[src/rtl/predictor_config.svh]
`ifndef PREDICTOR_CONFIG_SVH
`define PREDICTOR_CONFIG_SVH

// fetch address width, fixed
`define PC_WIDTH 32

// pc bits [INDEX_WIDTH+1:2] index the btb and the history table
`define INDEX_WIDTH 8
`define HIST_WIDTH 4

// everything above the index and the byte offset
`define TAG_WIDTH (`PC_WIDTH - `INDEX_WIDTH - 2)

`define BTB_DEPTH (1 << `INDEX_WIDTH)
`define PHT_DEPTH (1 << `HIST_WIDTH)

`define RESET_PC 32'h0000_0000

`endif

[src/rtl/predictorPkg.sv]
`include "predictor_config.svh"

package predictorPkg;

    typedef logic [`PC_WIDTH-1:0] addr_t;
    typedef logic [`HIST_WIDTH-1:0] hist_t;
    typedef logic [`INDEX_WIDTH-1:0] index_t;

    // two-bit saturating counter, upper half predicts taken
    typedef enum logic [1:0] {
        strongNotTaken = 2'b00,
        weakNotTaken   = 2'b01,
        weakTaken      = 2'b10,
        strongTaken    = 2'b11
    } counterState_e;

    // outcome of comparing a resolved branch with what fetch predicted
    typedef enum logic [1:0] {
        corrNone        = 2'b00,
        corrUnpredicted = 2'b01, // taken, no prediction made
        corrFalseTaken  = 2'b10,
        corrMissedTaken = 2'b11
    } correction_e;

endpackage

[src/rtl/branchUpdateIf.sv]
interface branchUpdateIf;
    import predictorPkg::*;

    logic  valid;  // one-cycle strobe per resolved branch
    logic  taken;
    addr_t pc;
    addr_t target;

    modport source (
        output valid,
        output taken,
        output pc,
        output target
    );

    modport sink (
        input valid,
        input taken,
        input pc,
        input target
    );

endinterface

[src/rtl/branchResolver.sv]
module branchResolver (
    input  logic                resolveBranch,
    input  logic                resolveTaken,
    input  predictorPkg::addr_t resolvePc,
    input  predictorPkg::addr_t resolveTarget,
    input  logic                carriedPred,
    input  logic                carriedPredValid,
    branchUpdateIf.source       update,
    output logic                redirect,
    output predictorPkg::addr_t redirectPc
);
    import predictorPkg::*;

    correction_e correction;

    // compare the carried prediction against the real outcome
    always_comb begin
        correction = corrNone;
        if (resolveBranch) begin
            if (!carriedPredValid && resolveTaken) begin
                correction = corrUnpredicted;
            end else if (carriedPredValid && carriedPred && !resolveTaken) begin
                correction = corrFalseTaken;
            end else if (carriedPredValid && !carriedPred && resolveTaken) begin
                correction = corrMissedTaken;
            end
        end
    end

    assign redirect = (correction != corrNone);

    // a false taken falls through, the other two go to the target
    always_comb begin
        case (correction)
            corrFalseTaken: redirectPc = resolvePc + 32'd4;
            default:        redirectPc = resolveTarget;
        endcase
    end

    // training goes out regardless of whether a redirect is needed
    assign update.valid  = resolveBranch;
    assign update.taken  = resolveTaken;
    assign update.pc     = resolvePc;
    assign update.target = resolveTarget;

endmodule

[src/flat_wrapper.sv]
// flat-port wrapper written by rule: the top's interface ports become plain ports
module branchResolver_flat import predictorPkg::*;
  (resolveBranch, resolveTaken, resolvePc, resolveTarget, carriedPred, carriedPredValid, redirect, redirectPc, update_valid, update_taken, update_pc, update_target);
  branchUpdateIf update_i ();
  input  logic resolveBranch;
  input  logic resolveTaken;
  input  predictorPkg::addr_t resolvePc;
  input  predictorPkg::addr_t resolveTarget;
  input  logic carriedPred;
  input  logic carriedPredValid;
  output logic redirect;
  output predictorPkg::addr_t redirectPc;
  output wire logic [$bits(update_i.valid)-1:0] update_valid;
  output wire logic [$bits(update_i.taken)-1:0] update_taken;
  output wire logic [$bits(update_i.pc)-1:0] update_pc;
  output wire logic [$bits(update_i.target)-1:0] update_target;
  assign update_valid = update_i.valid;
  assign update_taken = update_i.taken;
  assign update_pc = update_i.pc;
  assign update_target = update_i.target;
  branchResolver u_core (.resolveBranch(resolveBranch), .resolveTaken(resolveTaken), .resolvePc(resolvePc), .resolveTarget(resolveTarget), .carriedPred(carriedPred), .carriedPredValid(carriedPredValid), .update(update_i), .redirect(redirect), .redirectPc(redirectPc));
endmodule
[config.mk]
export PLATFORM = sky130hd
export DESIGN_NAME = branchResolver_flat
export DESIGN_NICKNAME = d
export VERILOG_FILES = /design/src/rtl/predictorPkg.sv /design/src/rtl/branchUpdateIf.sv /design/src/rtl/branchResolver.sv /design/src/flat_wrapper.sv
export VERILOG_INCLUDE_DIRS = /design/src /design/src/rtl
export SDC_FILE = /design/constraint.sdc
export NUM_CORES = 1
export LEC_CHECK = 0
export ABC_AREA = 1
export BUFFER_PORTS_ARGS = -buffer_cell sky130_fd_sc_hd__buf_2
export CAP_MARGIN = 20
export CORE_ASPECT_RATIO = 2
export CORE_UTILIZATION = 42
export DETAILED_ROUTE_END_ITERATION = 10
export PLACE_DENSITY = 0.95
export SLEW_MARGIN = 30
export SYNTH_ARGS = -nofsm -noshare
export SYNTH_HDL_FRONTEND = slang
export SYNTH_SLANG_ARGS = --single-unit
[constraint.sdc]
create_clock -name vclk -period 4.79
set_clock_uncertainty 0.2 [all_clocks]
set_input_delay 0.958 -clock vclk [all_inputs]
set_output_delay 0.958 -clock vclk [all_outputs]
set_load 0.01 [all_outputs]
* Yosys cells after proc, flatten, opt, wreduce, memory -nomap -nowiden
Index checks and enable logic that the tools add are counted.
Storage, ports and cells: bits of input ports 68, word-level logic and storage cells 16, flip-flop bits (word level) 0
Operators by class: equality and inequality tests 1, mux-type cells 5, add/subtract/negate cells 1, reduce and logical (&&, ||, !) cells 9
Operators by type and width (number):
- $add 32x3->32 const B | 1
- $mux 32 | 1
- $mux 2 | 4
- $logic_and 1x1->1 | 5
- $logic_not 1->1 | 3
- $eq 2x2->1 const B | 1
- $reduce_bool 2->1 | 1

* Logic depth before layout (Yosys ltp)
depth after elaboration 9, mapped depth 9

* Worst setup path after synthesis
Ideal clock, no wire load.
kind input port to output port, start point input resolvePc[2], end point output redirectPc[14], data required time 3632 ps, stages on the path 8, setup slack 1719 ps, arrival time 1913 ps, cell sequence ha_1 nand2_1 nor2_4 nand2_2 nor2_2 or2_2 nand3_1 nand2_1
On the way: longest elaborated chain between the ends 2
Ends and longest elaborated chain:
- from (decl) | RTL line flat_wrapper.sv:7 | input predictorPkg::addr_t resolvePc;
- $add 32x3->32 | RTL line branchResolver.sv:35 | corrFalseTaken: redirectPc = resolvePc + 32'd4;
- $mux 32 | RTL line branchResolver.sv:34 | case (correction)
- to (decl) | RTL line flat_wrapper.sv:12 | output predictorPkg::addr_t redirectPc;
No other way between the ends.

* Final worst setup path
start point input resolvePc[2], end point output redirectPc[22]
The elaborated chain is that of the path after synthesis.

==> results.txt <==
- The run finished with clean final reports.
* Area growth from synthesis to final layout: 22.3%
* Pre-CTS setup slack: 1380 ps
- Setup violations remaining at the end of the flow were counted as 0.
* Std cell rows: 32
* Cell types with the largest area share after synthesis: nand2_1 30%, buf_4 29%, nand3_1 9.6%
* Count of cells resized by post-cts repair: 0
* Top cell types by occurrence after synthesis: 139 x nand2_1, 66 x buf_4, 33 x nand3_1, 33 x nor2_1, 22 x inv_1
- STA classifies the critical path startpoint as an input pin.
- The first global-routing pass estimated 8.07 mm of wire.
- Synthesis instantiated 23 different standard cells from the library.
* Required time reported for the critical path endpoint: 3630 ps
- For this run, design rule violations remaining after detail routing come to 0.
- The slowest stage of the critical path is the nor2_4 cell.
- Crit path setup slack, layout: 1400 ps
- The number of antenna violations at the first check in global routing came to 0.
- The final hold violation count was 0.
- The cell count after synthesis came out at 341.
- Number of warning messages in the yosys log: 0
- Detailed placer's ending HPWL: 4.60 mm
- Critical Setup Path Class: input pin to output pin
* Number of buffers inserted to repair setup after CTS: 0
- The final max-slew violation count was 0.
* Antenna diode count: 0
- Number of ports placed on the die boundary: 167
- Dividing the detail-routed via count by the number of cells gives 4.68.
* Final period utilization: 70.7%
- Dividing total power by cell area gives a power density of 79.2 nW/um2.
* Via count of the first global-routing pass: 2,011
- Library cell with the highest instance count after synthesis: nand2_1
- Maxcap violations: 0
- Based on the critical path, the design can be clocked at up to 295 MHz.
- Subtracting the final worst setup slack from the clock period gives 3390 ps.
* Setup tns final: 0 ps
- Total congestion overflow after global routing: 0
- For the pin with the worst max-slew slack, the measured transition is 601 ps.
- Relative slew slack: 59.8%
* Violation count after the first detailed-routing iteration: 41
* Die Outline Area: 4370 um2
- The biggest area contributor in the post-synthesis netlist is nand2_1.
- Layout clock buffer count: 0
* Share of final-layout standard cells stronger than drive strength 1: 42.8%
* Post-detailed-route wirelength per cell: 10.9 um
- Remaining number of nets flagged by the antenna check after routing: 0
- Sequential fraction of the synthesis area: 0%
* Logic depth of the worst setup path including buffers: 11
* Nature of the critical path endpoint: output pin
- Cell repeated most along the worst path: nand2_1
- In this design, the largest share of critical-path delay is due to simple AND/OR/NAND/NOR gates.
- Final WL: 5.32 mm
* Die X: 47.2 um
- Dividing the synthesized area by the synthesized cell count gives 5.04 um2.
- Starting density of the core: 44.3%
- For this run, the detailed router's first-pass iteration total came to 4.
- The core region is 3880 um2.
- FF/Latch Area: 0 um2
- Die Y: 92.5 um
- Post-synth top area share: 30.3%
- Final #Nets: 508
- Hold WS: 1910 ps
- Cells fill 54.2% of the core in the end.
- Along the worst hold path, the cell count comes to 2.
* Hold_buf cts: 0
* Top fanout value on the critical path: 6
- Leakage power total: 1.28 nW
- The synthesized netlist occupies a cell area of 1720 um2.
- Port Buffers: 167
- Overall routing resource usage: 23.5%
* Data arrival time of the critical path: 2230 ps
- Maximum number of pins on one net before global-route repair: 41
* Unrepaired setup endpoints after global routing: false
- Final sequential cell count: 0
* Vias after detailed routing: 2,285
- Synthesis produced a netlist with a net count of 410.
- Slowest cell delay on critical path: 210 ps
- The critical path contains buffers and inverters numbering 2 combined.
- The path class of the tightest hold or removal check is input pin to output pin.
- At the end of routability-driven placement, the weighted congestion stood at 0.932.
- Critical Path, Cell by Cell: buf_2 > ha_1 > nand2_1 > nor2_4 > nand2_2 > nor2_4 > nand2_1 > nand2_1 > nand3_1 > nand2_1 > buf_2
- Worst VDD drop: 60.8 uV
==> power breakdown <==
group	internal (W)	switching (W)
clock network	0	0
registers	0	0
logic	0.0000709	0.0000958
total	0.0000709	0.0000958
==> through the flow <==
step	instance area [um2]	power, W	cells
after CTS	2100	0.000168	488
after global placement	2100	0.000164	488
after detailed placement	2100	0.000167	488
after global routing	2100	0.000185	488
final	2100	0.000167	488
after floorplan	1720	0.000113	341
==> kinds of logic (layout without fill, tap and decap cells) <==
kind of cell	count (synthesis)	in the layout	share of synthesized area, %
buf+inv	96	192	35.7
xor+xnor	4	4	2.04
compound gates	14	14	4.44
fa+ha+maj	1	1	0.728
simple gates	226	226	57.1
==> routing by layer <==
metal	wire length, um	GRT usage [%]	vias up
met3	241	1.17	8
met1	1960	22.1	1002
met2	3040	49.0	95
met4	83	4.29	0
li1	-	-	1180
met5	0	0	-
==> layout make-up <==
| cell class | instances | area [um2] |
|---|---|---|
| Tap cell | 51 | 63.8 |
| Multi-Input combinational cell | 245 | 1110 |
| Inverter | 24 | 90.1 |
| Timing Repair Buffer | 168 | 843 |
| Fill cell | 448 | 1780 |
==> final timing paths <==
check | start | end | slack [ps]
worst max-delay path | resolvePc[2] | redirectPc[22] | 1400
worst min-delay path | resolveTarget[27] | update_target[27] | 1910
==> layout by cell type, fill, tap and decap left out, types with 2 or more instances in the layout <==
master / count
buf_2: 167
nor2_4: 6
o21ai_0: 8
xor2_1: 3
nor2_2: 5
nand2_2: 2
nand2_1: 139
nand3_1: 33
or2_2: 3
nor2_1: 33
inv_2: 2
and2_1: 3
a21oi_1: 2
inv_1: 22
o21bai_1: 2
Note: power is estimated with default switching activity, not from simulation.
