$ cat config.mk
export PLATFORM = sky130hd
export DESIGN_NAME = historyTable_flat
export DESIGN_NICKNAME = d
export VERILOG_FILES = /design/src/rtl/predictorPkg.sv /design/src/rtl/branchUpdateIf.sv /design/src/rtl/lookupIf.sv /design/src/rtl/historyTable.sv /design/src/flat_wrapper.sv
export VERILOG_INCLUDE_DIRS = /design/src /design/src/rtl
export SDC_FILE = /design/constraint.sdc
export NUM_CORES = 2
export LEC_CHECK = 0
export BUFFER_PORTS_ARGS = -buffer_cell sky130_fd_sc_hd__buf_2
export CAP_MARGIN = 20
export CORE_UTILIZATION = 45
export DETAILED_ROUTE_END_ITERATION = 8
export PLACE_DENSITY = 0.59
export SKIP_LAST_GASP = 1
export SLEW_MARGIN = 25
export SYNTH_ARGS = -nofsm -noshare
export SYNTH_HDL_FRONTEND = slang
export SYNTH_SLANG_ARGS = --single-unit
export TNS_END_PERCENT = 50
$ cat constraint.sdc
create_clock -name clk -period 3.9 [get_ports clk]
set_clock_uncertainty 0.15 [all_clocks]
set_input_delay 0.78 -clock clk [delete_from_list [all_inputs] [get_ports clk]]
set_output_delay 0.78 -clock clk [all_outputs]
set_load 0.02 [all_outputs]
$ cat src/rtl/predictor_config.svh
`ifndef PREDICTOR_CONFIG_SVH
`define PREDICTOR_CONFIG_SVH

// fetch address width, fixed
`define PC_WIDTH 32

// pc bits [INDEX_WIDTH+1:2] index the btb and the history table
`define INDEX_WIDTH 8
`define HIST_WIDTH 4

// everything above the index and the byte offset
`define TAG_WIDTH (`PC_WIDTH - `INDEX_WIDTH - 2)

`define BTB_DEPTH (1 << `INDEX_WIDTH)
`define PHT_DEPTH (1 << `HIST_WIDTH)

`define RESET_PC 32'h0000_0000

`endif

$ cat src/rtl/predictorPkg.sv
`include "predictor_config.svh"

package predictorPkg;

    typedef logic [`PC_WIDTH-1:0] addr_t;
    typedef logic [`HIST_WIDTH-1:0] hist_t;
    typedef logic [`INDEX_WIDTH-1:0] index_t;

    // two-bit saturating counter, upper half predicts taken
    typedef enum logic [1:0] {
        strongNotTaken = 2'b00,
        weakNotTaken   = 2'b01,
        weakTaken      = 2'b10,
        strongTaken    = 2'b11
    } counterState_e;

    // outcome of comparing a resolved branch with what fetch predicted
    typedef enum logic [1:0] {
        corrNone        = 2'b00,
        corrUnpredicted = 2'b01, // taken, no prediction made
        corrFalseTaken  = 2'b10,
        corrMissedTaken = 2'b11
    } correction_e;

endpackage

$ cat src/rtl/branchUpdateIf.sv
interface branchUpdateIf;
    import predictorPkg::*;

    logic  valid;  // one-cycle strobe per resolved branch
    logic  taken;
    addr_t pc;
    addr_t target;

    modport source (
        output valid,
        output taken,
        output pc,
        output target
    );

    modport sink (
        input valid,
        input taken,
        input pc,
        input target
    );

endinterface

$ cat src/rtl/lookupIf.sv
interface lookupIf;
    import predictorPkg::*;

    addr_t fetchPc;
    logic  hit;       // btb entry valid and tag matches
    addr_t target;
    hist_t history;   // local history of the fetched branch
    logic  predTaken;

    modport requester (output fetchPc, input hit, input target, input predTaken);

    modport btbResponder (input fetchPc, output hit, output target);

    modport historyResponder (input fetchPc, output history);

    // counters only need the history, not the address
    modport counterResponder (input history, output predTaken);

endinterface

$ cat src/rtl/historyTable.sv
`include "predictor_config.svh"

module historyTable (
    input  logic                clk,
    input  logic                reset,
    branchUpdateIf.sink         update,
    lookupIf.historyResponder   lookup,
    output predictorPkg::hist_t updateHistory
);
    import predictorPkg::*;

    hist_t  histories [`BTB_DEPTH];
    index_t readIndex;
    index_t writeIndex;

    assign readIndex  = lookup.fetchPc[`INDEX_WIDTH+1:2];
    assign writeIndex = update.pc[`INDEX_WIDTH+1:2];

    // prediction side
    assign lookup.history = histories[readIndex];

    // training side, history before the shift selects the counter
    assign updateHistory = histories[writeIndex];

    always_ff @(posedge clk or negedge reset) begin
        if (!reset) begin
            for (int i = 0; i < `BTB_DEPTH; i++) begin
                histories[i] <= '0;
            end
        end else if (update.valid) begin
            // newest outcome enters at bit 0
            histories[writeIndex] <= {updateHistory[`HIST_WIDTH-2:0], update.taken};
        end
    end

endmodule

$ cat src/flat_wrapper.sv
// flat-port wrapper written by rule: the top's interface ports become plain ports
module historyTable_flat import predictorPkg::*;
  (clk, reset, updateHistory, update_valid, update_taken, update_pc, update_target, lookup_fetchPc, lookup_history);
  branchUpdateIf update_i ();
  lookupIf lookup_i ();
  input  logic clk;
  input  logic reset;
  output predictorPkg::hist_t updateHistory;
  input wire logic [$bits(update_i.valid)-1:0] update_valid;
  input wire logic [$bits(update_i.taken)-1:0] update_taken;
  input wire logic [$bits(update_i.pc)-1:0] update_pc;
  input wire logic [$bits(update_i.target)-1:0] update_target;
  input wire logic [$bits(lookup_i.fetchPc)-1:0] lookup_fetchPc;
  output wire logic [$bits(lookup_i.history)-1:0] lookup_history;
  assign update_i.valid = update_valid;
  assign update_i.taken = update_taken;
  assign update_i.pc = update_pc;
  assign update_i.target = update_target;
  assign lookup_i.fetchPc = lookup_fetchPc;
  assign lookup_history = lookup_i.history;
  historyTable u_core (.clk(clk), .reset(reset), .update(update_i), .lookup(lookup_i), .updateHistory(updateHistory));
endmodule
* After elaboration in Yosys (flattened, before gate mapping)
Cells that the tools add are included.
** Operators by class
- $lt $le $gt $ge :: 3
- Mux-type cells :: 9
- Bitwise logic cells :: 2
- Reductions and logical operators :: 1
** Operators by type and width (count)
- $bwmux 1024 :: 1
- $bmux 4 s8 :: 2
- $demux 4 s8 :: 1
- $mux 4 :: 5
- $ge 9x9->1 const B :: 2
- $not 8->9 :: 2
- $lt 9x1->1 const B :: 1
- $logic_and 1x1->1 :: 1
** Word-level totals
- Bits in registers :: 1024
- Output and inout port bits :: 8
- Logic and storage cells :: 271

* Longest topological paths before layout
- Depth after elaboration :: 6
- Gate-level depth with buffers :: 14
- Mapped depth without buffers :: 7

* Worst setup path after synthesis
No wires, ideal clock.
- Kind :: input to output
- Start :: input port update_pc[2]
- End :: output port updateHistory[1]
- Arrival time :: 3350 ps
- Required time :: 2970 ps
- Setup slack :: -380 ps
- Stages on the path :: 8
- Buffers on the path :: 3
- Cell sequence :: buf_6 -> buf_4 -> buf_2 -> mux4_2 -> mux4_2 -> mux2i_1 -> nor3_1 -> or4b_1
** Between the ends
- Longest elaborated chain between the ends :: 4
** Ends and longest elaborated chain
- start, declared :: RTL line flat_wrapper.sv:11 : input wire logic [$bits(update_i.pc)-1:0] update_pc;
- $not 8->9 (not written as such) :: RTL line historyTable.sv:23 : assign updateHistory = histories[writeIndex];
- $bmux 4 s8 :: RTL line historyTable.sv:23
- $mux 4 (not written as such) (2 in a row) :: RTL line historyTable.sv:23
- end, declared :: RTL line flat_wrapper.sv:8 : output predictorPkg::hist_t updateHistory;
Every way passes these cells. The select of a mux whose other input is x is not followed.

* Final worst setup path
- Start :: input port update_pc[2]
- End :: output port updateHistory[0]
The elaborated chain is that of the path after synthesis.

==> results.json <==
{
  "status": "complete, but fails checks",
  "failed_checks": "negative setup slack",
  "async_reset_ff_share_pct": 100,
  "h-tree-depth": 3,
  "vias": 41700,
  "synth-edff-count": 0,
  "clkSinkCount": 1024,
  "setup_viol": 8,
  "vdd_drop_max_mv": 0.386,
  "finalSetupTns_ns": -3.87,
  "die_area_um2": 123000,
  "largest_register_ffs": 1024,
  "tritoncts": "done",
  "slew_violations": 0,
  "grt_usage_pct": 32.7,
  "grt_pass1_wl_um": 291000,
  "drc": 0,
  "grt_pass1_vias": 41200,
  "crit-reg2reg-launch": "u_core.histories[114]",
  "max_freq_mhz": 224,
  "regToRegSetupSlack_ns": 0.47,
  "cp_max_fo": 22,
  "synth_cells": 4342,
  "drt-pass1-iter-count": 5,
  "io_pins": 108,
  "power.density_nw_per_um2": 391,
  "postRouteAntennaNets": 0,
  "finalCritPeriodShare_pct": 114,
  "holdCritPathClass": "reg -> reg",
  "ys_seq_area_share_pct": 46.8,
  "setup_ws_ns": -0.563,
  "clock_path_buffers": 3,
  "drive_gt1_share_pct": 40.3,
  "crit_type": "in -> out",
  "clk_pin_slew_ns": 0.06,
  "cp.arrival_ns": 3.53,
  "insertion_delay_ns": 0.76,
  "required_ns": 2.97,
  "drt_iter0_drc": 5039,
  "grt_max_degree": 139,
  "avgSynthCellArea_um2": 12.6,
  "grt_overflow": 0,
  "gp_congestion": 1.02,
  "ys_ff_latch": 1024,
  "ys_types": 71,
  "die_h_um": 351,
  "cts_made_buffers": 114,
  "slew_headroom_pct": 31.7,
  "wl_per_cell_um": 30.3,
  "reg2reg_depth": 12,
  "dpl.hpwl_um": 142000,
  "core_area_um2": 120000,
  "avgViaCountPerCell": 6.37,
  "grt_setup_unrepaired": "yes",
  "dpl-instance-area_um2": 61100,
  "r2r_end": "u_core.histories[695]",
  "reg_top3": "u_core.histories: 1024 flops",
  "p_leak_uw": 0.0293,
  "synth_area_um2": 54700,
  "start_util_pct": 45.5,
  "placementRows": 127,
  "top_register": "u_core.histories",
  "drt_wl_total_um": 198000,
  "yosysWarningCount": 0,
  "critPathLaunch": "update_pc[2]",
  "nets": 4949,
  "die_x_um": 351,
  "worstMarginPinSlew_ns": 1.02,
  "nFillCells": 10000,
  "syn2layout_area_growth_pct": 20.8,
  "fin_area_um2": 66100,
  "crit_end": "updateHistory[0]",
  "antenna_found_initial": 11,
  "end_kind": "primary output",
  "syn_nets": 4442,
  "critPathLaunchType": "input port",
  "p_total_uw": 25900,
  "min_period_ns": 4.46,
  "portBuffers": 27,
  "drv_cap": 0,
  "ys.flop_type": "dfrtp_1",
  "clock-root-buffer": "clkbuf_16",
  "hold_violations": 0
}
## kinds of logic after synthesis
| family | count (synthesis) | share of synthesized area [%] |
|---|---|---|
| flops | 1024 | 46.8 |
| buf+inv | 337 | 3.29 |
| simple gates | 1061 | 7.98 |
| mux | 1124 | 33.6 |
| compound gates | 796 | 8.30 |
## metal layers
metal	GRT usage (%)	share of wire, %	vias up
met5	0	0.027	-
met4	15.1	5.2	10
met3	8.93	10	481
met2	48.5	44	2111
met1	44.9	40	21700
li1	-	-	17400
## worst max-delay path, stage by stage
cell      delay [ns]
buf_16          0.16
buf_4           0.17
buf_12          0.20
buf_4           0.16
buf_4           0.14
mux4_2          0.52
a21oi_2         0.20
nand2_1         0.06
and3_1          0.21
nor3b_2         0.28
nand4b_1        0.34
buf_6           0.26
## placed cells by master, fill, tap and decap left out, drive strengths merged, types with 4 or more instances in the layout
master | synthesis | layout
mux2 | 510 | 510
nand4 | 5 | 5
a31oi | 8 | 8
or3 | 4 | 4
o22ai | 24 | 24
o21ai | 241 | 241
nor3b | 4 | 4
mux2i | 108 | 108
dfrtp | 1024 | 1024
mux4 | 506 | 506
buf | 123 | 721
a221oi | 11 | 11
a21oi | 346 | 346
o31ai | 4 | 4
nand2 | 397 | 397
nor2 | 518 | 518
nor2b | 19 | 19
a2111oi | 8 | 8
nand3 | 21 | 21
and2 | 12 | 12
o221ai | 14 | 14
clkinv | 2 | 30
nor4 | 28 | 28
a22o | 5 | 5
o32ai | 7 | 7
bufinv | 0 | 11
inv | 3 | 6
a21boi | 8 | 8
a22oi | 85 | 85
nand2b | 9 | 9
clkbuf | 209 | 163
a211oi | 17 | 17
nor3 | 22 | 22
## area by class of cell
| type | instances | area, µm² | share of cell area, % |
|---|---|---|---|
| clock inverters | 45 | 557 | 0.842 |
| repair buffers | 723 | 6850 | 10.4 |
| clock buffers | 162 | 3280 | 4.97 |
| diodes | 3 | 7.51 | 0.0114 |
| well taps | 1612 | 2020 | 3.05 |
| flip-flops and latches | 1024 | 25600 | 38.8 |
| multi-input cells | 2981 | 27700 | 42.0 |
| inverters | 5 | 21.3 | 0.0322 |
## how the worst min path moves through the flow
stage                                      from               endpoint  depth (start not counted)
after global routing      u_core.histories[503]  u_core.histories[503]                          2
after CTS                 u_core.histories[693]  u_core.histories[693]                          2
after detailed placement  u_core.histories[693]  u_core.histories[693]                          2
after global placement    u_core.histories[949]  u_core.histories[949]                          2
after floorplan           u_core.histories[118]  u_core.histories[118]                          2
final                     u_core.histories[693]  u_core.histories[693]                          2
## power by group
| group | internal [µW] | total, µW | switching, µW |
|---|---|---|---|
| Combinational | 1460 | 3210 | 1750 |
| Sequential | 11100 | 11500 | 374 |
| Clock | 6560 | 11200 | 4640 |
## Yosys cell counts, drive strengths merged, types with 17 or more instances
library cell	instances	area share [%]
a211oi	17	0.23
a21oi	346	3.2
a22oi	85	1.2
buf	123	1.7
clkbuf	209	1.5
dfrtp	1024	47
mux2	510	10
mux2i	108	2.0
mux4	506	21
nand2	397	2.7
nand3	21	0.19
nor2	518	3.6
nor2b	19	0.22
nor3	22	0.21
nor4	28	0.33
o21ai	241	2.2
o22ai	24	0.27
## repair_timing
| action | in CTS | in global routing |
|---|---|---|
| setup endpoints to repair | 8 | 8 |
| buffers inserted | 24 | 26 |
| pin swaps | 23 | 20 |
| hold buffers | 1 | 0 |
| hold endpoints to repair | 37 | 0 |
| gates resized for setup | 90 | 57 |
| gates cloned | 5 | 1 |
## stage by stage
stage                     hold WS (ns)  utilization [%]  worst slack (ns)  cells
after floorplan                  0.308                -            -0.225   4342
after global placement           0.324             50.8            -0.993   6296
after detailed placement         0.338             50.8            -0.976   6296
after CTS                        0.351             54.6            -0.506   6527
after global routing             0.372             54.9            -0.534   6553
final                            0.348             54.9            -0.563   6555
Power figures use the tool's default switching activity.
