File: src/rtl/predictor_config.svh
`ifndef PREDICTOR_CONFIG_SVH
`define PREDICTOR_CONFIG_SVH

// fetch address width, fixed
`define PC_WIDTH 32

// pc bits [INDEX_WIDTH+1:2] index the btb and the history table
`define INDEX_WIDTH 8
`define HIST_WIDTH 4

// everything above the index and the byte offset
`define TAG_WIDTH (`PC_WIDTH - `INDEX_WIDTH - 2)

`define BTB_DEPTH (1 << `INDEX_WIDTH)
`define PHT_DEPTH (1 << `HIST_WIDTH)

`define RESET_PC 32'h0000_0000

`endif

File: src/rtl/predictorPkg.sv
`include "predictor_config.svh"

package predictorPkg;

    typedef logic [`PC_WIDTH-1:0] addr_t;
    typedef logic [`HIST_WIDTH-1:0] hist_t;
    typedef logic [`INDEX_WIDTH-1:0] index_t;

    // two-bit saturating counter, upper half predicts taken
    typedef enum logic [1:0] {
        strongNotTaken = 2'b00,
        weakNotTaken   = 2'b01,
        weakTaken      = 2'b10,
        strongTaken    = 2'b11
    } counterState_e;

    // outcome of comparing a resolved branch with what fetch predicted
    typedef enum logic [1:0] {
        corrNone        = 2'b00,
        corrUnpredicted = 2'b01, // taken, no prediction made
        corrFalseTaken  = 2'b10,
        corrMissedTaken = 2'b11
    } correction_e;

endpackage

File: src/rtl/branchUpdateIf.sv
interface branchUpdateIf;
    import predictorPkg::*;

    logic  valid;  // one-cycle strobe per resolved branch
    logic  taken;
    addr_t pc;
    addr_t target;

    modport source (
        output valid,
        output taken,
        output pc,
        output target
    );

    modport sink (
        input valid,
        input taken,
        input pc,
        input target
    );

endinterface

File: src/rtl/lookupIf.sv
interface lookupIf;
    import predictorPkg::*;

    addr_t fetchPc;
    logic  hit;       // btb entry valid and tag matches
    addr_t target;
    hist_t history;   // local history of the fetched branch
    logic  predTaken;

    modport requester (output fetchPc, input hit, input target, input predTaken);

    modport btbResponder (input fetchPc, output hit, output target);

    modport historyResponder (input fetchPc, output history);

    // counters only need the history, not the address
    modport counterResponder (input history, output predTaken);

endinterface

File: src/rtl/patternTable.sv
`include "predictor_config.svh"

module patternTable (
    input logic                clk,
    input logic                reset,
    branchUpdateIf.sink        update,
    input predictorPkg::hist_t updateHistory,
    lookupIf.counterResponder  lookup
);
    import predictorPkg::*;

    counterState_e counters [`PHT_DEPTH];
    counterState_e current;

    // one step toward the outcome, holding at either end
    function automatic counterState_e stepCounter(counterState_e state, logic taken);
        counterState_e result;
        result = state;
        case (state)
            strongNotTaken: result = taken ? weakNotTaken : strongNotTaken;
            weakNotTaken:   result = taken ? weakTaken : strongNotTaken;
            weakTaken:      result = taken ? strongTaken : weakNotTaken;
            strongTaken:    result = taken ? strongTaken : weakTaken;
            default:        result = weakNotTaken;
        endcase
        return result;
    endfunction

    assign current = counters[lookup.history];

    always_comb begin
        case (current)
            weakTaken, strongTaken: lookup.predTaken = 1'b1;
            default:                lookup.predTaken = 1'b0;
        endcase
    end

    always_ff @(posedge clk or negedge reset) begin
        if (!reset) begin
            for (int i = 0; i < `PHT_DEPTH; i++) begin
                counters[i] <= weakNotTaken; // start just below taken
            end
        end else if (update.valid) begin
            counters[updateHistory] <= stepCounter(counters[updateHistory], update.taken);
        end
    end

endmodule

File: src/flat_wrapper.sv
// flat-port wrapper written by rule: the top's interface ports become plain ports
module patternTable_flat import predictorPkg::*;
  (clk, reset, updateHistory, update_valid, update_taken, update_pc, update_target, lookup_history, lookup_predTaken);
  branchUpdateIf update_i ();
  lookupIf lookup_i ();
  input logic clk;
  input logic reset;
  input predictorPkg::hist_t updateHistory;
  input wire logic [$bits(update_i.valid)-1:0] update_valid;
  input wire logic [$bits(update_i.taken)-1:0] update_taken;
  input wire logic [$bits(update_i.pc)-1:0] update_pc;
  input wire logic [$bits(update_i.target)-1:0] update_target;
  input wire logic [$bits(lookup_i.history)-1:0] lookup_history;
  output wire logic [$bits(lookup_i.predTaken)-1:0] lookup_predTaken;
  assign update_i.valid = update_valid;
  assign update_i.taken = update_taken;
  assign update_i.pc = update_pc;
  assign update_i.target = update_target;
  assign lookup_i.history = lookup_history;
  assign lookup_predTaken = lookup_i.predTaken;
  patternTable u_core (.clk(clk), .reset(reset), .update(update_i), .updateHistory(updateHistory), .lookup(lookup_i));
endmodule
File: config.mk
export PLATFORM = sky130hd
export DESIGN_NAME = patternTable_flat
export DESIGN_NICKNAME = d
export VERILOG_FILES = /design/src/rtl/predictorPkg.sv /design/src/rtl/branchUpdateIf.sv /design/src/rtl/lookupIf.sv /design/src/rtl/patternTable.sv /design/src/flat_wrapper.sv
export VERILOG_INCLUDE_DIRS = /design/src /design/src/rtl
export SDC_FILE = /design/constraint.sdc
export NUM_CORES = 1
export LEC_CHECK = 0
export CORE_MARGIN = 2
export CORE_UTILIZATION = 30
export DETAILED_ROUTE_END_ITERATION = 10
export DONT_BUFFER_PORTS = 1
export GPL_TIMING_DRIVEN = 0
export PLACE_DENSITY = 0.42
export SYNTH_ARGS = -nofsm -noshare
export SYNTH_HDL_FRONTEND = slang
export SYNTH_SLANG_ARGS = --single-unit
File: constraint.sdc
create_clock -name clk -period 3.8 [get_ports clk]
set_clock_uncertainty 0.2 [all_clocks]
set_input_delay 0.57 -clock clk [delete_from_list [all_inputs] [get_ports clk]]
set_output_delay 0.57 -clock clk [all_outputs]
set_load 0.1 [all_outputs]
# == After elaboration in Yosys (flattened, before gate mapping) ==
# Index checks and enable logic that the tools add are counted.
# classes
order_cmp,3
n_eq_ne,5
n_mux,16
bitwise,2
n_reduce_logical,3
# op_table
operator,n
$bwmux 32,1
$bmux 2 s4,2
$mux 2,8
$ge 5x5->1 const B,2
$not 4->5,2
$demux 2 s4,1
$eq 2x2->1 const B,4
$pmux 2 s4,1
$lt 5x1->1 const B,1
$mux 1,3
$eq 2x1->1 const B,1
$logic_not 2->1,1
$reduce_or 2->1,1
$logic_and 1x1->1,1
# word_totals
ff_bits,32

# == Depth between registers and ports, before layout ==
# logic_depth
ltp_word,8
depth_mapped,6

# == Worst setup path after synthesis ==
# Ideal clock, no wire load.
# synth_path
path_type,in2out
startpoint,input port lookup_history[0]
endpoint,output port lookup_predTaken
t_arrival_ps,1781
required_ps,3030
path_slack_ps,1249
cell_stages,2
path_buffers,0
cell_sequence,mux4_2 mux4_2
# synth_via
elab_chain_cells,7
elab_cells_between_ends,8
classes_between,eq/ne (2); mux (4); bitwise (1); reduce/logical (1)
# synth_rtl
item,line,text
"start, declared",flat_wrapper.sv:13,input wire logic [$bits(lookup_i.history)-1:0] lookup_history;
$not 4->5 (not written as such) (*),patternTable.sv:29,assign current = counters[lookup.history];
$bmux 2 s4 (*),patternTable.sv:29,
$mux 2 (not written as such) (*) (2 in series),patternTable.sv:29,
$eq 2x2->1,patternTable.sv:32,case (current)
$reduce_or 2->1 (*),patternTable.sv:32,
$mux 1 (*),patternTable.sv:32,
"end, declared",flat_wrapper.sv:14,output wire logic [$bits(lookup_i.predTaken)-1:0] lookup_predTaken;
# Mark *: on every way between the ends. The rest lies on a longest branch, timed or not. The select of a mux whose other input is x is not followed.

# == Final worst setup path ==
# layout_path
startpoint,register u_core.counters[7] (netlist name)
endpoint,output port lookup_predTaken
# layout_via
elab_chain_cells,6
elab_cells_between_ends,7
classes_between,eq/ne (2); mux (4); reduce/logical (1)
# layout_rtl
item,line,text
"start, declared",patternTable.sv:12,counterState_e counters [`PHT_DEPTH];
"start signal, assigned by index",patternTable.sv:41,counters[i] <= weakNotTaken;
"start signal, assigned by index",patternTable.sv:44,"counters[updateHistory] <= stepCounter(counters[updateHistory], update.taken);"
$bmux 2 s4 (*),patternTable.sv:29,
$mux 2 (not written as such) (*) (2 in series),patternTable.sv:29,
$eq 2x2->1,patternTable.sv:32,
$reduce_or 2->1 (*),patternTable.sv:32,
$mux 1 (*),patternTable.sv:32,
# Marks and branches as above.

==> results.md <==
### Outcome
• **result of the run** complete, no violations

### Yosys
• **Syn Std Cell Area** 1780 um^2
• **arithmetic-cell share of the synthesized area counting full adders, half adders and majority gates** 0.00634
• **distinct cell type count of the synthesized netlist** 25
• **simple-gate portion of the synthesized area** 0.101
• **share of synthesized area spent on multiplexers** 0.392
• **xor and xnor fraction of the mapped netlist area** 0
• **per-instance average area after synthesis** 14.0 um^2
• **total number of yosys warnings** 0
• **register area share after synthesis** 0.462
• **dominant combinational cell family by area after synthesis** multiplexers
• **compound-cell area share of the yosys netlist** 0.0246
• **cell count after synthesis** 127
• **FF+latch count, synth** 32
• **net count after synthesis** 203

### Cells and area
• **flip-flop count of the largest register, all copies and words added** 32
• **largest registers** u_core.counters (32)
• **Largest Register** u_core.counters
• **area growth from synthesis to layout** 10.8%
• **final core utilization** 0.339
• **proportion of layout cells with a drive suffix above 1** 0.500
• **number of diodes added for antenna fixing** 0
• **nets** 212

### Global routing
• **Tot GR Track Use** 0.138
• **overflow left after global routing** 0
• **antenna violations before repair** 0
• **vias in the first global route** 1196
• **first-pass GRT wire length** 6420 um
• **maximum number of pins on one net before global-route repair** 33

### Critical path
• **data arrival time of the critical path** 1.92 ns
• **capture point of the worst reg-to-reg path** u_core.counters[17]
• **family of cells with the greatest summed delay on the critical path** multiplexers
• **depth of the most critical reg-to-reg path** 5
• **Slowest-stage cell, CP** sky130_fd_sc_hd__mux4_2
• **Critical Path, Cell by Cell** mux4_2, mux4_2
• **element type at the critical path end** output pin
• **Reg2Reg Setup Slack** 1.50 ns
• **Worst Path Buf+Inv** 0
• **delay contributed by the slowest stage of the critical path** 0.77 ns
• **cell seen most often among critical-path stages** sky130_fd_sc_hd__mux4_2
• **launching point of the worst reg2reg path** u_core.counters[7]
• **Critical Path Start Type** flop
• **type of the setup path with the least slack** reg2out
• **Max Fanout on Critical Path** 3
• **data required time of the critical path** 3.03 ns

### Drt
• **residual antenna-violating net count after detailed routing** 0
• **routed len/inst** 18.9 um
• **final WL** 3940 um
• **final routed DRC violation total** 0
• **routed length on met1** 1720 um
• **DR vias** 1092
• **wire length on met2** 1960 um
• **highest metal layer with signal wires** met4
• **violation count after the first detailed-routing iteration** 54
• **first drt pass iteration count** 4
• **met3 WL** 198 um
• **post-DR vias/cell** 5.22

### Die
• **die span in y** 81.0 um
• **Initial Utilization** 0.306
• **Placeable Area** 5820 um^2
• **Top Ports** 77
• **row count** 28
• **width of the die** 81.0 um
• **area enclosed by the die boundary** 6550 um^2

### Power and ir drop
• **Max rail drop VDD** 144 uV
• **Leakage** 0.799 nW
• **power per cell area** 579 nW/um^2

### Clock tree
• **Clk Latency, worst-skew pair** 0.28 ns
• **H-tree level count** 2
• **maximum number of buffers from clock root to sink** 2
• **Root Driver** sky130_fd_sc_hd__clkbuf_8
• **Sinks on Clock Net** 32
• **clock tree from TritonCTS** yes
• **CTS Buf Count** 5
• **clock-pin slew on the worst setup and hold paths** 0.06 ns

### Place
• **placer congestion estimate** 0.767
• **Port Buffer Count** 0
• **post-detailed-placement half-perimeter wirelength** 2950 um

### STA
• **slew margin rel.** 0.553
• **Max Slew Vio Count** 0
• **TNS Setup** 0 ns
• **max frequency** 372 MHz
• **Final Hold Fails** 0
• **unrepaired setup endpoints after global routing** false
• **slew at the pin with the worst max-slew slack** 0.669 ns
• **number of endpoints failing setup at the final stage** 0
• **shortest period the worst path allows** 2.69 ns
• **Period Utilization, post-route** 0.708

### Worst hold path
• **beginning of the worst hold path** u_core.counters[6]
• **Hold Crit Depth** 2
• **Min-Delay Endpoint** u_core.counters[6]
• **worst hold path class** reg2reg

### Job
• **max capacitance violation total** 0

## cells in the final DEF, fill, tap and decap left out, drive strengths merged
cell / count
o31ai: 1
mux2i: 4
nor3: 1
nor2: 11
dlygate4sd3: 1
o21a: 3
o2bb2ai: 1
clkbuf: 6
nor3b: 1
dfrtp: 16
nor2b: 4
nand3: 2
buf: 4
nand2b: 6
dfstp: 16
maj3: 1
nand2: 8
mux2: 31
and3b: 1
nand3b: 2
mux4: 13
o21ai: 1
## cells by family (layout without fill, tap and decap cells)
kind of cell,count (synthesis),in the layout
AO/OA/AOI/OAI,6,6
adder cells (fa/ha/maj),1,1
buffers and inverters,4,11
flip-flops,32,32
multiplexers,48,48
AND/OR/NAND/NOR,36,36
## report_power, final
part / total (mW) / switching, mW / internal (mW)
clock: 0.234 / 0.116 / 0.118
sequential: 0.560 / 0.0637 / 0.496
combinational: 0.347 / 0.157 / 0.190
## tightest hold or removal path, stage by stage, from the launching register on
cell and delay (ns):
sky130_fd_sc_hd__dfstp_2 0.37, sky130_fd_sc_hd__nand2_1 0.04, sky130_fd_sc_hd__o21ai_0 0.07
## synthesized netlist by cell type (all sizes together)
cell type | n | area [um^2]
mux2 | 31 | 349
dfrtp | 16 | 400
dfstp | 16 | 420
mux4 | 13 | 304
nor2 | 11 | 41.3
nand2 | 8 | 30.0
nand2b | 6 | 37.5
mux2i | 4 | 43.8
nor2b | 4 | 25.0
buf | 3 | 20.0
o21a | 3 | 22.5
nand3 | 2 | 10.0
nand3b | 2 | 15.0
and3b | 1 | 8.76
clkbuf | 1 | 3.75
maj3 | 1 | 11.3
nor3 | 1 | 5.00
nor3b | 1 | 7.51
o21ai | 1 | 5.00
o2bb2ai | 1 | 8.76
o31ai | 1 | 7.51
## worst max-delay path by stage
| stage | from | cells after the start | slack, ns | to |
|---|---|---|---|---|
| after floorplan | lookup_history[0] | 2 | 1.25 | lookup_predTaken |
| after global placement | updateHistory[3] | 6 | 1.08 | u_core.counters[9] |
| after detailed placement | updateHistory[3] | 6 | 1.03 | u_core.counters[17] |
| after CTS | u_core.counters[7] | 2 | 1.11 | lookup_predTaken |
| after global routing | u_core.counters[29] | 2 | 1.07 | lookup_predTaken |
| final | u_core.counters[7] | 2 | 1.11 | lookup_predTaken |
## stage by stage
step	power [mW]	setup WS [ns]	cells	hold WS, ns	area, um^2
final	1.14	1.11	209	0.288	1970
after floorplan	0.826	1.25	127	0.0744	1780
after global routing	1.21	1.07	209	0.314	1970
after detailed placement	0.904	1.03	202	0.0757	1870
after global placement	0.887	1.08	202	0.0757	1870
after CTS	1.15	1.11	209	0.288	1970
## timing repair
item | in CTS | in global routing
resized for setup | 0 | 0
hold endpoints to repair | 32 | 0
hold buffers | 2 | 0
setup buffers | 0 | 0
setup endpoints to repair | 0 | 0
## area by class of cell
type / count / area, um^2
Multi-Input combinational cell: 91 / 932
Sequential cell: 32 / 821
Fill cell: 597 / 3850
Buffer: 4 / 23.8
Timing Repair Buffer: 2 / 30.0
Tap cell: 75 / 93.8
Clock buffer: 5 / 68.8
## routing by layer
layer  track usage  vias up
met4        0.0559        0
met1         0.171      566
met2         0.225       26
met3        0.0433        6
met5             0        -
li1              -      494
(Power assumes the default switching activity.)
