`src/rtl/predictor_config.svh`:
```
`ifndef PREDICTOR_CONFIG_SVH
`define PREDICTOR_CONFIG_SVH

// fetch address width, fixed
`define PC_WIDTH 32

// pc bits [INDEX_WIDTH+1:2] index the btb and the history table
`define INDEX_WIDTH 8
`define HIST_WIDTH 4

// everything above the index and the byte offset
`define TAG_WIDTH (`PC_WIDTH - `INDEX_WIDTH - 2)

`define BTB_DEPTH (1 << `INDEX_WIDTH)
`define PHT_DEPTH (1 << `HIST_WIDTH)

`define RESET_PC 32'h0000_0000

`endif

```
`src/rtl/predictorPkg.sv`:
```
`include "predictor_config.svh"

package predictorPkg;

    typedef logic [`PC_WIDTH-1:0] addr_t;
    typedef logic [`HIST_WIDTH-1:0] hist_t;
    typedef logic [`INDEX_WIDTH-1:0] index_t;

    // two-bit saturating counter, upper half predicts taken
    typedef enum logic [1:0] {
        strongNotTaken = 2'b00,
        weakNotTaken   = 2'b01,
        weakTaken      = 2'b10,
        strongTaken    = 2'b11
    } counterState_e;

    // outcome of comparing a resolved branch with what fetch predicted
    typedef enum logic [1:0] {
        corrNone        = 2'b00,
        corrUnpredicted = 2'b01, // taken, no prediction made
        corrFalseTaken  = 2'b10,
        corrMissedTaken = 2'b11
    } correction_e;

endpackage

```
`src/rtl/lookupIf.sv`:
```
interface lookupIf;
    import predictorPkg::*;

    addr_t fetchPc;
    logic  hit;       // btb entry valid and tag matches
    addr_t target;
    hist_t history;   // local history of the fetched branch
    logic  predTaken;

    modport requester (output fetchPc, input hit, input target, input predTaken);

    modport btbResponder (input fetchPc, output hit, output target);

    modport historyResponder (input fetchPc, output history);

    // counters only need the history, not the address
    modport counterResponder (input history, output predTaken);

endinterface

```
`src/rtl/nextPcSelect.sv`:
```
`include "predictor_config.svh"

module nextPcSelect (
    input  logic                clk,
    input  logic                reset,
    input  logic                stall,
    input  logic                redirect,
    input  predictorPkg::addr_t redirectPc,
    lookupIf.requester          lookup,
    output predictorPkg::addr_t nextPc
);
    import predictorPkg::*;

    addr_t fetchPc;
    addr_t pcPlus4;
    addr_t predictedPc;

    // fetch address register, loads the selected next pc each edge
    always_ff @(posedge clk or negedge reset) begin
        if (!reset) begin
            fetchPc <= `RESET_PC;
        end else begin
            fetchPc <= nextPc;
        end
    end

    assign lookup.fetchPc = fetchPc;
    assign pcPlus4        = fetchPc + 32'd4;

    // follow the btb target only on a hit predicted taken
    assign predictedPc = (lookup.hit && lookup.predTaken) ? lookup.target : pcPlus4;

    // reset, then stall, then correction, then prediction
    always_comb begin
        if (!reset) begin
            nextPc = `RESET_PC;
        end else if (stall) begin
            nextPc = fetchPc;
        end else if (redirect) begin
            nextPc = redirectPc;
        end else begin
            nextPc = predictedPc;
        end
    end

endmodule

```
`src/flat_wrapper.sv`:
```
// flat-port wrapper written by rule: the top's interface ports become plain ports
module nextPcSelect_flat import predictorPkg::*;
  (clk, reset, stall, redirect, redirectPc, nextPc, lookup_fetchPc, lookup_hit, lookup_target, lookup_predTaken);
  lookupIf lookup_i ();
  input  logic clk;
  input  logic reset;
  input  logic stall;
  input  logic redirect;
  input  predictorPkg::addr_t redirectPc;
  output predictorPkg::addr_t nextPc;
  output wire logic [$bits(lookup_i.fetchPc)-1:0] lookup_fetchPc;
  input wire logic [$bits(lookup_i.hit)-1:0] lookup_hit;
  input wire logic [$bits(lookup_i.target)-1:0] lookup_target;
  input wire logic [$bits(lookup_i.predTaken)-1:0] lookup_predTaken;
  assign lookup_fetchPc = lookup_i.fetchPc;
  assign lookup_i.hit = lookup_hit;
  assign lookup_i.target = lookup_target;
  assign lookup_i.predTaken = lookup_predTaken;
  nextPcSelect u_core (.clk(clk), .reset(reset), .stall(stall), .redirect(redirect), .redirectPc(redirectPc), .lookup(lookup_i), .nextPc(nextPc));
endmodule
```
`config.mk`:
```
export PLATFORM = sky130hd
export DESIGN_NAME = nextPcSelect_flat
export DESIGN_NICKNAME = d
export VERILOG_FILES = /design/src/rtl/predictorPkg.sv /design/src/rtl/lookupIf.sv /design/src/rtl/nextPcSelect.sv /design/src/flat_wrapper.sv
export VERILOG_INCLUDE_DIRS = /design/src /design/src/rtl
export SDC_FILE = /design/constraint.sdc
export NUM_CORES = 1
export LEC_CHECK = 0
export BUFFER_PORTS_ARGS = -buffer_cell sky130_fd_sc_hd__buf_4
export CAP_MARGIN = 30
export CORE_ASPECT_RATIO = 1.25
export CORE_MARGIN = 2
export CORE_UTILIZATION = 50
export DETAILED_ROUTE_END_ITERATION = 12
export GPL_ROUTABILITY_DRIVEN = 0
export PLACE_DENSITY = 0.95
export SLEW_MARGIN = 30
export SYNTH_ARGS = -nofsm -noshare
export SYNTH_HDL_FRONTEND = slang
export SYNTH_SLANG_ARGS = --single-unit
```
`constraint.sdc`:
```
create_clock -name clk -period 3.4 [get_ports clk]
set_input_delay 0.34 -clock clk [delete_from_list [all_inputs] [get_ports clk]]
set_output_delay 0.34 -clock clk [all_outputs]
set_load 0.02 [all_outputs]
```
### After elaboration in Yosys (flattened, before gate mapping)

Index checks and enable logic that the tools add are counted.

* flip-flop bits (word level): 32
* bits in latches: 0
* RAM bits: 0
* bits in read-only memories: 0
* bits of input ports: 70
* logic and storage cells: 7
* memories kept: 0

* $add $sub $neg: 1
* multipliers: 0
* divide/modulo/power cells: 0
* magnitude comparators: 0
* equal/unequal tests: 0
* shift operators: 0
* mux-type cells: 4
* bitwise operators: 0
* reduce and logical (&&, ||, !) cells: 1

Operator list (number)
* 32-bit 2-to-1 mux: 4
* 32-bit by 3-bit adder with 32-bit output, second input constant: 1
* 1-bit logical AND: 1

### Logic depth before layout (Yosys ltp)

* depth in word-level cells: 5
* gate-level depth with buffers: 8
* gate-level depth less buffers: 6

### Least setup slack after synthesis

OpenSTA, ideal clock, no wires.

* path type: register to output
* from: reg u_core.fetchPc[8], in the netlist u_core.lookup.fetchPc[8]
* to: out nextPc[19]
* arrival: 2063 ps
* required time: 3060 ps
* path slack: 997 ps
* cell stages (with the launch flop): 9
* buffers on the path: 3
* path through: dfrtp_1 buf_4 and3_1 buf_4 and3_1 buf_4 nand2_2 o31a_1 o32ai_1

* cells in the longest elaborated chain, start to end: 5

RTL lines
* start: declaration: RTL line nextPcSelect.sv:14 `addr_t fetchPc;`
* start signal: assignment: RTL line nextPcSelect.sv:21 `` fetchPc <= `RESET_PC; ``
* start signal: assignment: RTL line nextPcSelect.sv:23 `fetchPc <= nextPc;`
* 32-bit by 3-bit adder with 32-bit output: RTL line nextPcSelect.sv:28 `assign pcPlus4 = fetchPc + 32'd4;`
* 32-bit 2-to-1 mux: RTL line nextPcSelect.sv:31 `assign predictedPc = (lookup.hit && lookup.predTaken) ? lookup.target : pcPlus4;`
* 32-bit 2-to-1 mux: RTL line nextPcSelect.sv:39 `end else if (redirect) begin`
* 32-bit 2-to-1 mux: RTL line nextPcSelect.sv:37 `end else if (stall) begin`
* 32-bit 2-to-1 mux: RTL line nextPcSelect.sv:35 `if (!reset) begin`
* end: declaration: RTL line flat_wrapper.sv:10 `output predictorPkg::addr_t nextPc;`

Every way passes these cells.

### Worst setup path after layout

* from: reg u_core.fetchPc[5], in the netlist u_core.lookup.fetchPc[5]
* to: out nextPc[19]

Same word-level chain as after synthesis.

==> reports/results.md <==
• finished clean — result of the run
• 42.1% — headroom to the max-slew limit
• 85.6 microns — Die Span Y
• 0 — number of nets with antenna violations after detailed routing
• 0.00176 uW — Leak Pwr
• 868 ps — Least-Margin Pin Slew
• 1130 uW — Total Power Consumption
• u_core.lookup.fetchPc — largest register by flop count
• flip-flop — nature of the critical path startpoint
• 35.4% — share of cells above drive strength 1
• 133 — # port buffers
• 32 — Clock Sink Count
• flip-flop to output pin — Setup CP Type
• 2670 sq um — synthesized cell area
• 134 — number of placed I/O pins
• 9140 microns — total detailed-routing wirelength
• 30.0% — Seq/Total Area, Yosys
• 39.3% — area added between synthesis and finish
• sky130_fd_sc_hd__dfrtp_1 30%, sky130_fd_sc_hd__a21oi_1 8.4%, sky130_fd_sc_hd__o21ai_0 5.3% — leading post-synthesis cells by cell area
• 2560 ps — endpoint arrival time on the critical path
• 7.82 sq um — average size of a mapped cell
• 6630 microns — hpwl dp
• 3,052 — vias in the first global route
• 0 — number of violations of the max-capacitance limit
• sky130_fd_sc_hd__dfrtp_1 — dominant synthesized flop cell
• u_core.lookup.fetchPc (32) — registers with the most flip-flops
• 85.3% — final clock period utilization by the worst path
• 0 — max-slew violation count
• 525 — number of nets in the layout
• 0 — GRT overflow
• 10 — maximum net fanout on the critical path
• 2 — maximum number of buffers from clock root to sink
• 10.9 ps — worst clock skew
• 0.229 mV — worst vdd rail ir drop
• 80 ps — clock slew at the register clock pins of the worst setup and hold paths
• 849 ps — worst slack at placement
• 0 — # DRC
• 52.1% — effective utilization at floorplan
• 341 — Syn Inst Count
• 409 — fill cell total of the finished layout
• 0 — number of synthesized flops with an enable pin
• 5 — number of buffers created by CTS
• 3 — worst hold stages
• 298 — 1st-iter DRT viols
• 2900 ps — minimum clock period
• 0 ps — Setup TNS
• 3710 sq um — cell area after layout
• 0 — final antenna diode count
• 508 — cell total after placement
• 5940 sq um — die footprint
• 3610 sq um — post-placement cell area
• done — TritonCTS clock tree
• 60 — number of distinct library cells after synthesis
• 73 — largest net degree at the start of global routing
• 17.7 microns — average detailed-routed wire length per instance
• 69.3 microns — width of the chip
• 0 — Setup-failing EPs final
• output pin — endpoint class of the critical path
• sky130_fd_sc_hd__dfrtp_1 — biggest area consumer among synthesized cells
• 5 — path depth of the worst reg2reg path
• 14,500 microns — wire length of the first global-routing pass
• 0 — number of buffers inserted by post-CTS setup repair
• 7 — Pre-antenna DRT Iters
• 517 — final cell count without fillers
• 29.7% — GRT Overall Usage
• 0 — hold violation count in the final report
• sky130_fd_sc_hd__clkbuf_8 — root buffer selected by CTS
• 0.345 GHz — highest clock rate
• 501 ps — Final Worst Setup Slack
• 3,309 — total number of vias
• 280 ps — clock latency reported for the late side of the worst-skew pair
• 30.0% — area share of the largest cell type after synthesis
• 3060 ps — critical path required time
• 29 — total number of placement rows
• 32 — FF+latch count, synth
• 2 — number of H-tree branching levels
• 0 — antenna violations before repair
• false — RSZ-0062 raised after global routing
• 412 — Syn Nets
• 0 — total number of yosys warnings
• 32 — max reg flops
• 305 nW/um^2 — Power Dens Cells
• 6.40 — detailed-route vias per instance
• 100% — async set or reset register ratio after synthesis
• 5120 sq um — area inside the core boundary
• input port to flip-flop — worst hold path type
synthesized netlist by cell type (5+ instances only):
cell                       count
sky130_fd_sc_hd__a211oi_1      7
sky130_fd_sc_hd__a21oi_1      45
sky130_fd_sc_hd__a311oi_1      6
sky130_fd_sc_hd__a31oi_1       6
sky130_fd_sc_hd__and3_1        6
sky130_fd_sc_hd__buf_2         6
sky130_fd_sc_hd__buf_4         5
sky130_fd_sc_hd__clkbuf_1     15
sky130_fd_sc_hd__dfrtp_1      32
sky130_fd_sc_hd__inv_1        11
sky130_fd_sc_hd__nand2_1      23
sky130_fd_sc_hd__nand3_1      10
sky130_fd_sc_hd__nand4_1       6
sky130_fd_sc_hd__nor2_1       32
sky130_fd_sc_hd__nor3_1        7
sky130_fd_sc_hd__o21ai_0      28
sky130_fd_sc_hd__o31ai_1       5
per-stage QoR:
stage                     util, %  hold slack (ps)
after floorplan                 -             44.4
after global placement       70.6              255
after detailed placement     70.6              257
after CTS                    72.6              385
after global routing         72.6              406
final                        72.6              392
worst paths after layout:
check	start	end	slack [ps]
max	u_core.lookup.fetchPc[5]$_DFF_PN0_	nextPc[19]	500
min	lookup_target[28]	u_core.lookup.fetchPc[28]$_DFF_PN0_	390
max reg2reg	u_core.lookup.fetchPc[5]$_DFF_PN0_	u_core.lookup.fetchPc[19]$_DFF_PN0_	1210
min reg2reg	u_core.lookup.fetchPc[20]$_DFF_PN0_	u_core.lookup.fetchPc[20]$_DFF_PN0_	590
max in group asynchronous	reset	u_core.lookup.fetchPc[9]$_DFF_PN0_	2260
min in group asynchronous	reset	u_core.lookup.fetchPc[23]$_DFF_PN0_	510
routing by layer:
layer  wire length, microns  GRT usage, %  up-vias
met5                      0             0        -
met4                    257          11.4        0
met3                    815          5.17       34
met2                   4670          52.8      224
met1                   3400          35.7     1533
li1                       -             -     1518
final cells by class:
type / count / area, sq um / area share, %
multi-input combinational: 266 / 1660 / 44.8
clock inverter: 2 / 10.0 / 0.270
sequential: 32 / 801 / 21.6
clock buffer: 6 / 82.6 / 2.22
timing repair buffer: 138 / 1040 / 28.0
tap: 62 / 77.6 / 2.09
inverter: 11 / 41.3 / 1.11
worst max-delay path, cell delays in order (launching register included):
cell and delay [ps]:
sky130_fd_sc_hd__dfrtp_1 450, sky130_fd_sc_hd__and4_1 470, sky130_fd_sc_hd__and2_1 440, sky130_fd_sc_hd__nand2_2 100
sky130_fd_sc_hd__o31a_1 250, sky130_fd_sc_hd__o32ai_1 350, sky130_fd_sc_hd__buf_4 220
timing repair:
action                                  4_1_cts  5_1_grt
hold endpoints to repair                     17        0
endpoints found under the setup margin        0        0
resized for setup                             0        0
hold buffers                                  1        0
layout by cell type, fill, tap and decap left out, types with 3 or more instances in the layout:
cell / instances
sky130_fd_sc_hd__o211ai_1: 4
sky130_fd_sc_hd__a211oi_1: 7
sky130_fd_sc_hd__nand2_1: 23
sky130_fd_sc_hd__xnor2_1: 3
sky130_fd_sc_hd__nor2_1: 32
sky130_fd_sc_hd__mux2i_1: 4
sky130_fd_sc_hd__o221a_2: 4
sky130_fd_sc_hd__o21ai_0: 28
sky130_fd_sc_hd__and4_1: 4
sky130_fd_sc_hd__a311oi_1: 6
sky130_fd_sc_hd__nand3_1: 10
sky130_fd_sc_hd__a31oi_1: 6
sky130_fd_sc_hd__dfrtp_1: 32
sky130_fd_sc_hd__o221ai_1: 3
sky130_fd_sc_hd__buf_4: 137
sky130_fd_sc_hd__nand4_1: 6
sky130_fd_sc_hd__and3_1: 6
sky130_fd_sc_hd__and2_1: 3
sky130_fd_sc_hd__clkbuf_8: 6
sky130_fd_sc_hd__nor3b_1: 3
sky130_fd_sc_hd__nor3_1: 7
sky130_fd_sc_hd__a21oi_1: 45
sky130_fd_sc_hd__nand3b_1: 4
sky130_fd_sc_hd__inv_1: 11
sky130_fd_sc_hd__nand2b_1: 4
sky130_fd_sc_hd__a221oi_1: 4
sky130_fd_sc_hd__o211a_1: 4
sky130_fd_sc_hd__a41oi_1: 4
sky130_fd_sc_hd__a21boi_0: 3
sky130_fd_sc_hd__o31ai_1: 5
report_power, final:
part	switching (uW)	total [uW]	leakage, uW	internal (uW)
Clock	145	307	0.0000510	162
Sequential	38.5	443	0.000427	405
Combinational	210	383	0.00129	173
logic make-up after synthesis:
family / share of synthesized area, %
flip-flops: 30.0
adder cells (fa/ha/maj): 0.469
AND/OR/NAND/NOR: 25.6
AO/OA/AOI/OAI: 33.2
XOR/XNOR: 1.64
multiplexers: 1.50
buffers and inverters: 7.60
No activity file was read; power rests on OpenSTA's default activity.
